<file path="src/logic/trellisPkg.sv">
// trellis monitor package: address map, widths, DAC source codes and bus structs
package trellisPkg;

  // ------------------------------------------------------------
  // widths and counts
  // ------------------------------------------------------------
  localparam int SAMPLE_W          = 18;
  localparam int PHERR_W           = 10;
  localparam int PHOUT_W           = 8;
  localparam int INDEX_W           = 5;
  localparam int NUM_DAC           = 3;
  localparam int DAC_SEL_W         = 4;
  localparam int BER_W             = 16;
  localparam int APB_ADDR_W        = 12;
  localparam int APB_DATA_W        = 32;

  // legacy bit alignment against the decoder latency
  localparam int LEGACY_DELAY      = 14;
  localparam int LEGACY_FIFO_DEPTH = 16;
  localparam int LEGACY_PTR_W      = $clog2(LEGACY_FIFO_DEPTH);

  localparam logic [BER_W-1:0]   BER_WINDOW    = 16'hffff;

  // limiter rails, symmetric around zero
  localparam logic [PHOUT_W-1:0] PHOUT_POS_SAT = 8'h7f;
  localparam logic [PHOUT_W-1:0] PHOUT_NEG_SAT = 8'h81;

  // ------------------------------------------------------------
  // register map
  // ------------------------------------------------------------
  localparam logic [APB_ADDR_W-1:0] ADDR_BER     = 12'h100;
  localparam logic [APB_ADDR_W-1:0] ADDR_DAC_SEL = 12'h104;

  // DAC source select codes, anything else shows the phase error
  localparam logic [DAC_SEL_W-1:0] DAC_SRC_I     = 4'd0;
  localparam logic [DAC_SEL_W-1:0] DAC_SRC_Q     = 4'd1;
  localparam logic [DAC_SEL_W-1:0] DAC_SRC_PHERR = 4'd2;
  localparam logic [DAC_SEL_W-1:0] DAC_SRC_INDEX = 4'd3;

  // ------------------------------------------------------------
  // bus structs
  // ------------------------------------------------------------
  typedef struct packed {
    logic [APB_ADDR_W-1:0] paddr;
    logic                  psel;
    logic                  penable;
    logic                  pwrite;
    logic [APB_DATA_W-1:0] pwdata;
  } apbReq_t;

  typedef struct packed {
    logic [APB_DATA_W-1:0] prdata;
    logic                  pready;
    logic                  pslverr;
  } apbRsp_t;

  typedef struct packed {
    logic                valid;
    logic [SAMPLE_W-1:0] i;
    logic [SAMPLE_W-1:0] q;
  } iqSample_t;

  typedef struct packed {
    logic                sync;
    logic [SAMPLE_W-1:0] data;
  } dacOut_t;

  // errors sit in the upper half of the register word
  typedef struct packed {
    logic [BER_W-1:0] errors;
    logic [BER_W-1:0] count;
  } berStats_t;

  typedef logic [NUM_DAC-1:0][DAC_SEL_W-1:0] dacSel_t;

endpackage

</file>
<file path="src/logic/trellisApbRegs.sv">
// APB register slave: DAC select fields, BER readout and BER restart strobe
module trellisApbRegs (
  input  logic                clk,
  input  logic                reset,
  input  trellisPkg::apbReq_t   apbReq,
  output trellisPkg::apbRsp_t   apbRsp,
  input  trellisPkg::berStats_t berStats,
  output trellisPkg::dacSel_t   dacSel,
  output logic                berRestart
);

  import trellisPkg::*;

  logic access;
  logic hitBer;
  logic hitDacSel;
  logic mapped;
  logic wrDacSel;

  // ------------------------------------------------------------
  // address decode
  // ------------------------------------------------------------
  // transfer completes in the access phase, no wait states
  assign access    = apbReq.psel && apbReq.penable;
  assign hitBer    = (apbReq.paddr == ADDR_BER);
  assign hitDacSel = (apbReq.paddr == ADDR_DAC_SEL);
  assign mapped    = hitBer || hitDacSel;
  assign wrDacSel  = access && apbReq.pwrite && hitDacSel;

  // any write to the BER register restarts the window
  assign berRestart = access && apbReq.pwrite && hitBer;

  // ------------------------------------------------------------
  // select registers
  // ------------------------------------------------------------
  always_ff @(posedge clk) begin
    if (reset) begin
      dacSel <= '0;
    end else if (wrDacSel) begin
      dacSel <= apbReq.pwdata[NUM_DAC*DAC_SEL_W-1:0];
    end
  end

  // ------------------------------------------------------------
  // read data and response
  // ------------------------------------------------------------
  always_comb begin
    apbRsp.pready  = 1'b1;
    apbRsp.pslverr = access && !mapped;
    if (hitBer) begin
      apbRsp.prdata = berStats;
    end else if (hitDacSel) begin
      apbRsp.prdata = {{(APB_DATA_W-NUM_DAC*DAC_SEL_W){1'b0}}, dacSel};
    end else begin
      // unmapped, reads as zero
      apbRsp.prdata = '0;
    end
  end

endmodule

</file>
<file path="src/logic/berEstimator.sv">
// BER estimator: legacy bit delay line, alignment FIFO, decision compare and counters
module berEstimator (
  input  logic                  clk,
  input  logic                  reset,
  input  logic                  symEn,
  input  logic                  legacyBit,
  input  logic                  decisionEn,
  input  logic                  decision,
  input  logic                  berRestart,
  output trellisPkg::berStats_t berStats
);

  import trellisPkg::*;

  logic [LEGACY_DELAY-1:0] legacyDelay;
  logic                    pushBit;
  logic                    legacyFifo [LEGACY_FIFO_DEPTH];
  logic [LEGACY_PTR_W:0]   wrPtr;
  logic [LEGACY_PTR_W:0]   rdPtr;
  logic                    fifoEmpty;
  logic                    fifoFull;
  logic                    fifoPush;
  logic                    fifoPop;
  logic                    legacyDelayed;

  // ------------------------------------------------------------
  // delay line, zeros until the first real bits come out
  // ------------------------------------------------------------
  always_ff @(posedge clk) begin
    if (reset) begin
      legacyDelay <= '0;
    end else if (symEn) begin
      legacyDelay <= {legacyDelay[LEGACY_DELAY-2:0], legacyBit};
    end
  end

  assign pushBit = legacyDelay[LEGACY_DELAY-1];

  // ------------------------------------------------------------
  // alignment FIFO between symbol and decision strobes
  // ------------------------------------------------------------
  assign fifoEmpty = (wrPtr == rdPtr);
  assign fifoFull  = (wrPtr[LEGACY_PTR_W] != rdPtr[LEGACY_PTR_W]) &&
                     (wrPtr[LEGACY_PTR_W-1:0] == rdPtr[LEGACY_PTR_W-1:0]);

  // a pop frees the slot a same-cycle push lands in
  assign fifoPush = symEn && (!fifoFull || decisionEn);
  // empty with a push in flight, so the new bit bypasses the memory
  assign fifoPop  = decisionEn && (!fifoEmpty || symEn);

  assign legacyDelayed = fifoEmpty ? pushBit : legacyFifo[rdPtr[LEGACY_PTR_W-1:0]];

  always_ff @(posedge clk) begin
    if (fifoPush) begin
      legacyFifo[wrPtr[LEGACY_PTR_W-1:0]] <= pushBit;
    end
  end

  always_ff @(posedge clk) begin
    if (reset) begin
      wrPtr <= '0;
      rdPtr <= '0;
    end else begin
      if (fifoPush) begin
        wrPtr <= wrPtr + 1'b1;
      end
      if (fifoPop) begin
        rdPtr <= rdPtr + 1'b1;
      end
    end
  end

  // ------------------------------------------------------------
  // counters, frozen once the window is used up
  // ------------------------------------------------------------
  always_ff @(posedge clk) begin
    if (reset || berRestart) begin
      berStats.count  <= BER_WINDOW;
      berStats.errors <= '0;
    end else if (decisionEn && (berStats.count != '0)) begin
      berStats.count <= berStats.count - 1'b1;
      if (decision != legacyDelayed) begin
        berStats.errors <= berStats.errors + 1'b1;
      end
    end
  end

endmodule

</file>
<file path="src/logic/phaseErrorLimiter.sv">
// phase error limiter: saturates the decoder phase error to a registered 8-bit word
module phaseErrorLimiter (
  input  logic                           clk,
  input  logic                           reset,
  input  logic                           phErrEn,
  input  logic [trellisPkg::PHERR_W-1:0] phaseError,
  output logic [trellisPkg::PHOUT_W-1:0] phErrOut,
  output logic                           phErrOutEn
);

  import trellisPkg::*;

  logic                       sign;
  logic [PHERR_W-PHOUT_W:0]   headBits;
  logic                       inRange;

  // value fits when the sign extends through the top bits
  assign sign     = phaseError[PHERR_W-1];
  assign headBits = phaseError[PHERR_W-1:PHOUT_W-1];
  assign inRange  = (headBits == '0) || (headBits == '1);

  always_ff @(posedge clk) begin
    if (reset) begin
      phErrOut   <= '0;
      phErrOutEn <= 1'b0;
    end else begin
      phErrOutEn <= phErrEn;
      if (phErrEn) begin
        if (inRange) begin
          phErrOut <= phaseError[PHOUT_W-1:0];
        end else begin
          phErrOut <= sign ? PHOUT_NEG_SAT : PHOUT_POS_SAT;
        end
      end
    end
  end

endmodule

</file>
<file path="src/logic/dacMonitorMux.sv">
// DAC monitor mux: three registered channels, each picking one of four sources
module dacMonitorMux (
  input  logic                                    clk,
  input  logic                                    reset,
  input  trellisPkg::dacSel_t                     dacSel,
  input  trellisPkg::iqSample_t                   sample,
  input  logic [trellisPkg::PHOUT_W-1:0]          phErrOut,
  input  logic                                    phErrOutEn,
  input  logic                                    decisionEn,
  input  logic [trellisPkg::INDEX_W-1:0]          index,
  output trellisPkg::dacOut_t [trellisPkg::NUM_DAC-1:0] dac
);

  import trellisPkg::*;

  dacOut_t                srcI;
  dacOut_t                srcQ;
  dacOut_t                srcPhErr;
  dacOut_t                srcIndex;
  dacOut_t [NUM_DAC-1:0]  dacNext;

  // ------------------------------------------------------------
  // sources, left aligned in the DAC word
  // ------------------------------------------------------------
  assign srcI     = '{sync: sample.valid, data: sample.i};
  assign srcQ     = '{sync: sample.valid, data: sample.q};
  assign srcPhErr = '{sync: phErrOutEn,
                      data: {phErrOut, {(SAMPLE_W-PHOUT_W){1'b0}}}};
  // index kept positive with a leading zero
  assign srcIndex = '{sync: decisionEn,
                      data: {1'b0, index, {(SAMPLE_W-INDEX_W-1){1'b0}}}};

  always_comb begin
    for (int ch = 0; ch < NUM_DAC; ch++) begin
      case (dacSel[ch])
        DAC_SRC_I:     dacNext[ch] = srcI;
        DAC_SRC_Q:     dacNext[ch] = srcQ;
        DAC_SRC_INDEX: dacNext[ch] = srcIndex;
        default:       dacNext[ch] = srcPhErr;
      endcase
    end
  end

  // ------------------------------------------------------------
  // output registers
  // ------------------------------------------------------------
  always_ff @(posedge clk) begin
    for (int ch = 0; ch < NUM_DAC; ch++) begin
      dac[ch].data <= dacNext[ch].data;
      if (reset) begin
        dac[ch].sync <= 1'b0;
      end else begin
        dac[ch].sync <= dacNext[ch].sync;
      end
    end
  end

endmodule

</file>
<file path="src/logic/trellisMonitor.sv">
// trellis monitor top: APB registers, BER estimator, phase limiter and DAC mux
module trellisMonitor (
  input  logic                                    clk,
  input  logic                                    reset,
  input  trellisPkg::apbReq_t                     apbReq,
  output trellisPkg::apbRsp_t                     apbRsp,
  input  logic                                    symEn,
  input  logic                                    legacyBit,
  input  logic                                    decisionEn,
  input  logic                                    decision,
  input  logic [trellisPkg::INDEX_W-1:0]          index,
  input  logic                                    phErrEn,
  input  logic [trellisPkg::PHERR_W-1:0]          phaseError,
  input  trellisPkg::iqSample_t                   sample,
  output trellisPkg::dacOut_t [trellisPkg::NUM_DAC-1:0] dac
);

  import trellisPkg::*;

  dacSel_t              dacSel;
  logic                 berRestart;
  berStats_t            berStats;
  logic [PHOUT_W-1:0]   phErrOut;
  logic                 phErrOutEn;

  // ------------------------------------------------------------
  // host side
  // ------------------------------------------------------------
  trellisApbRegs u_apbRegs (
    .clk        (clk),
    .reset      (reset),
    .apbReq     (apbReq),
    .apbRsp     (apbRsp),
    .berStats   (berStats),
    .dacSel     (dacSel),
    .berRestart (berRestart)
  );

  // ------------------------------------------------------------
  // processing
  // ------------------------------------------------------------
  berEstimator u_berEstimator (
    .clk        (clk),
    .reset      (reset),
    .symEn      (symEn),
    .legacyBit  (legacyBit),
    .decisionEn (decisionEn),
    .decision   (decision),
    .berRestart (berRestart),
    .berStats   (berStats)
  );

  phaseErrorLimiter u_phaseErrorLimiter (
    .clk        (clk),
    .reset      (reset),
    .phErrEn    (phErrEn),
    .phaseError (phaseError),
    .phErrOut   (phErrOut),
    .phErrOutEn (phErrOutEn)
  );

  // monitor outputs
  dacMonitorMux u_dacMonitorMux (
    .clk        (clk),
    .reset      (reset),
    .dacSel     (dacSel),
    .sample     (sample),
    .phErrOut   (phErrOut),
    .phErrOutEn (phErrOutEn),
    .decisionEn (decisionEn),
    .index      (index),
    .dac        (dac)
  );

endmodule

</file>
<file path="config.mk">
export PLATFORM = sky130hd
export DESIGN_NAME = trellisMonitor
export DESIGN_NICKNAME = d
export VERILOG_FILES = /design/src/logic/trellisPkg.sv /design/src/logic/trellisApbRegs.sv /design/src/logic/berEstimator.sv /design/src/logic/phaseErrorLimiter.sv /design/src/logic/dacMonitorMux.sv /design/src/logic/trellisMonitor.sv
export SDC_FILE = /design/constraint.sdc
export NUM_CORES = 1
export LEC_CHECK = 0
export BUFFER_PORTS_ARGS = -buffer_cell sky130_fd_sc_hd__buf_2
export CAP_MARGIN = 20
export CORE_ASPECT_RATIO = 2
export CORE_MARGIN = 2
export CORE_UTILIZATION = 52
export CTS_CLUSTER_DIAMETER = 80
export CTS_CLUSTER_SIZE = 40
export DETAILED_ROUTE_END_ITERATION = 10
export HOLD_SLACK_MARGIN = 0.08
export PLACE_DENSITY_LB_ADDON = 0.05
export SYNTH_ARGS = -nofsm -noshare
export SYNTH_HDL_FRONTEND = slang
export SYNTH_SLANG_ARGS = --single-unit
</file>
<file path="constraint.sdc">
create_clock -name clk -period 2.9 [get_ports clk]
set_clock_uncertainty 0.05 [all_clocks]
set_input_delay 0.58 -clock clk [delete_from_list [all_inputs] [get_ports clk]]
set_output_delay 0.58 -clock clk [all_outputs]
set_load 0.02 [all_outputs]
</file>
Yosys cells after proc, flatten, opt, wreduce, memory -nomap -nowiden
Memories as Yosys holds them, arrays and structs flattened. A register that Yosys moved wholly into a read port is not among the register bits.
Cells that the tools add are included.
Cells by class
  add/sub/neg operators: 4
  equal/unequal tests: 13
  muxes and demuxes: 12
  reduce and logical (&&, ||, !) cells: 23
Operator list (count)
  19-bit one-hot mux with 3 select lines: 3
  32-bit two-way mux: 1
  12-bit by 9-bit == test with 1-bit output (second input constant): 2
  16-bit by 1-bit adder with 16-bit output (second input constant): 1
  8-bit two-way mux: 2
  16-bit nonzero test: 1
  16-bit by 1-bit subtractor with 16-bit output (second input constant): 1
  4-bit by 1-bit == test with 1-bit output (second input constant): 3
  4-bit by 2-bit == test with 1-bit output (second input constant): 3
  4-bit zero test: 3
  12-bit two-way mux: 1
  5-bit by 1-bit adder with 5-bit output (second input constant): 2
  1-bit logical AND: 9
  4-bit two-way mux: 2
  5-bit == test: 1
  1-bit logical OR: 5
  4-bit == test: 1
  3-bit == test (second input constant): 1
  1-bit zero test: 3
  3-bit zero test: 1
  1-bit two-way mux: 3
  1-bit != test: 2
  2-bit AND reduction: 1
Word-level totals
  flip-flop bits (word level): 134
  bits in writable memories: 16
  input bits: 106
  output and inout bits: 91
  word-level logic and storage cells: 69
  memories: 1
Memories
  u_berEstimator.legacyFifo: depth 16, bits a word 1, read ports 1, clocked after Yosys merged registers in 1, write ports 1, RTL line berEstimator.sv:17  | logic legacyFifo [LEGACY_FIFO_DEPTH];

Depth between registers and ports, before layout
  depth after elaboration: 7
  depth in mapped cells: 9
  depth with buffers taken out: 8

By module
From an unflattened synthesis, not the netlist that was laid out.
Unflattened totals
  cell total of the unflattened synthesis: 771
  area total of the unflattened synthesis: 7432.1 µm²
Modules (own cells, without submodules)
  berEstimator: times used 1, cells each 353, area each 3535.9 µm², seq. area each 1681.6 µm²
  dacMonitorMux: times used 1, cells each 269, area each 2601.2 µm², seq. area each 1141.1 µm²
  trellisApbRegs: times used 1, cells each 111, area each 944.7 µm², seq. area each 240.2 µm²
  phaseErrorLimiter: times used 1, cells each 38, area each 350.3 µm², seq. area each 180.2 µm²

Least setup slack after synthesis
No wires, ideal clock.
  path kind: input-to-output
  start: input port apbReq[37] (netlist name)
  end: output port apbRsp[6] (netlist name)
  arrival: 1685 ps
  data required time: 2270 ps
  path slack: 585 ps
  cell stages on the path: 4
  buffers on the path: 2
  cell sequence: clkbuf_1 -> buf_1 -> mux2i_1 -> nor2_1
RTL lines
  from (decl): RTL line trellisMonitor.sv:5  | input trellisPkg::apbReq_t apbReq,
  to (decl): RTL line trellisMonitor.sv:6  | output trellisPkg::apbRsp_t apbRsp,

==> reports/metrics.cfg <==
[run_status]
status = completed

[global_routing]
grt.overflow.total = 0
grt_pass1_wl_um = 28800
track_usage = 0.253
antenna_found_initial = 0
grt_max_degree = 54
grt_pass1_vias = 6009

[hold_path]
min_delay_path_depth = 3
min_from = apbReq[2]
hold_end = u_apbRegs.dacSel[2]$_SDFFE_PP0P_
hp-class = in -> reg

[sta]
period_share = 0.916
tns_ns = 0
rsz0062_at_grt = false
slew_viol_final = 0
worstMarginPinSlew_ns = 0.892
fmax_ghz = 0.376
finalCriticalPeriod_ns = 2.66
worst_hold_slack_ns = 0.346
hold_viol_final = 0
slew_headroom = 0.403
setup_violations = 0

[detailed_routing]
postRouteAntennaNets = 0
totalWireLength_um = 17900
drc = 0
drt_iter0_drc = 252
drt_pre_antenna_iters = 5
viasPerCell = 5.67
wl_per_cell_um = 16.6
via_count = 6097

[final_layout]
nNetsFinal = 1023
fill_cells = 1091
num_antenna_cells = 0
fin_util = 0.660
final_layout_size_suffix_gt1_frac = 0.248
area_delta_synth_final_pct = 23.9
final_area_um2 = 8570

[synthesis]
ys.flop_type = dfxtp_1
synth_top_cell_area_share = 0.399
synth_cells = 742
yosysWarnings = 0
synth.avg_cell_area_um2 = 9.32
synth-edff-count = 16
synth_common_cells = 138 x dfxtp_1, 109 x nor2_1, 82 x mux2i_1
syn-cell-area_um2 = 6920
synth.most_common_cell = dfxtp_1
ys_seq_area_frac = 0.469
synthArstFlopShare = 0
synth_area_leaders = dfxtp_1 40%, mux2i_1 12%, edfxtp_1 6.9%
yosys.area.top_type = dfxtp_1
yosys.cell_types.count = 53
synth_fp_nets = 855
synth-seq-cells = 154

[pwr]
pwr-share-clk = 0.457
ir_drop_mv = 0.479
p_leak_nw = 3.81
switching_share = 0.241
p_switching_mw = 1.22
p_int_mw = 3.82
p_seq_frac = 0.450
p_total_mw = 5.04
combPwrFrac = 0.093
powerDensity_nw_per_um2 = 588

[cts]
clkTransAtPathRegs_ns = 0.07
clk_latency_ns = 0.42
clockRootBuffer = clkbuf_16
htree_levels = 4
cts_tree = built
cts_hold_buf = 0
cts_buffers = 17
clockBufferDepth = 2
cts.repair.resized = 0
post_cts_buffers = 0
cts_sinks = 154

[floorplan]
core_um2 = 13000
num_rows = 59
die_w_um = 85.5
io_pins = 197
dieHeight_um = 167
dieArea_um2 = 14300
start_util = 0.532

[critical_path]
critPathLaunchType = register
r2r_cells = 6
cp_max_fo = 7
end_kind = register
path_class = reg -> reg
crit_buf_inv = 0
cpPeakStageDelay_ns = 0.60
rrSetupSlack_ns = 0.24
crit_path_cell_trace = mux4_1 > a22o_1 > o22ai_4 > nand3_2 > a2111oi_0 > mux2i_1
r2r-end = u_berEstimator.berStats[22]$_SDFFE_PP0P_
cp.arrival_ns = 2.96
slowest_stage = mux4_1
crit_required_ns = 3.21
crit_family = compound AO/OA/AOI/OAI gates

[placement]
place_area_um2 = 7950
finalWeightedCongestion = 0.915
hpwl_um = 13400
portBuffers = 175

[job]
maxCapViolCount = 0

## tightest hold or removal path, cell delays in order
cell     delay [ns]
buf_2          0.08
mux2i_1        0.05
nor2_1         0.07
## worst max-delay path by stage
stage / depth (start not counted) / start / end
6_report: 6 / register / u_berEstimator.berStats[22]$_SDFFE_PP0P_
3_3_place_gp: 6 / register / u_berEstimator.berStats[22]$_SDFFE_PP0P_
5_1_grt: 6 / register / u_berEstimator.berStats[22]$_SDFFE_PP0P_
3_5_place_dp: 6 / register / u_berEstimator.berStats[22]$_SDFFE_PP0P_
4_1_cts: 6 / register / u_berEstimator.berStats[22]$_SDFFE_PP0P_
2_1_floorplan: 4 / apbReq[37] / apbRsp[6]
## sequential cells by signal (all words and copies together), names as in the netlist, named ones only
name                            cells
u_berEstimator.legacyDelay         14
u_phaseErrorLimiter.phErrOut        8
u_berEstimator.wrPtr                5
u_phaseErrorLimiter.phErrOutEn      1
u_apbRegs.dacSel                   12
u_berEstimator.rdPtr                5
u_dacMonitorMux.dac                57
u_berEstimator.legacyFifo          16
u_berEstimator.berStats            32
## metal layers
layer / global-route usage / vias to the layer above / wire length [µm]
li1: - / 2956 / -
met5: 0 / - / 0
met2: 0.472 / 237 / 9800
met3: 0.0500 / 38 / 989
met1: 0.261 / 2866 / 6570
met4: 0.119 / 0 / 514
## cells in the final DEF, fill, tap and decap left out, drive strengths merged, types with 7 or more instances in the layout
cell / n
a211oi: 9
a21oi: 32
a22o: 12
a31oi: 12
and2: 29
and3: 9
buf: 193
clkbuf: 22
dfxtp: 138
edfxtp: 16
ha: 7
inv: 15
mux2i: 82
nand2: 66
nand2b: 14
nand3: 11
nor2: 109
nor2b: 7
nor3: 24
nor4: 10
o21ai: 10
xnor2: 14
xor2: 8
## cell families (layout without fill, tap and decap cells)
kind of cell / after synthesis / in the layout / share of synthesized area
XOR/XNOR: 22 / 22 / 0.0279
multiplexers: 86 / 86 / 0.134
AO/OA/AOI/OAI: 113 / 113 / 0.117
buffers and inverters: 56 / 237 / 0.0317
other: 1 / 1 / 0.000542
AND/OR/NAND/NOR: 303 / 303 / 0.207
flip-flops: 154 / 154 / 0.469
adder cells (fa/ha/maj): 7 / 7 / 0.0127
## power groups by stage
stage / clock (mW) / combinational [mW] / sequential, mW
after detailed placement: 0 / 0.466 / 2.31
after CTS: 2.34 / 0.470 / 2.27
after global placement: 0 / 0.450 / 2.31
after global routing: 2.43 / 0.514 / 2.27
after floorplan: 0 / 0.239 / 2.36
final: 2.30 / 0.469 / 2.27
## through the flow
step | setup WS [ns] | instances
2_1_floorplan | 0.585 | 742
3_3_place_gp | 0.281 | 1043
3_5_place_dp | 0.162 | 1043
4_1_cts | 0.164 | 1075
5_1_grt | 0.0790 | 1075
6_report | 0.243 | 1075
## final cells by class
class                           instances  area (µm²)  area share
Multi-Input combinational cell        532        3460       0.403
Sequential cell                       154        3240       0.378
Timing Repair Buffer                  193        1010       0.118
Clock buffer                           22         497      0.0580
Tap cell                              152         190      0.0222
Clock inverter                         10         128      0.0149
Inverter                               12        45.0     0.00526
No activity file was read; power rests on OpenSTA's default activity.
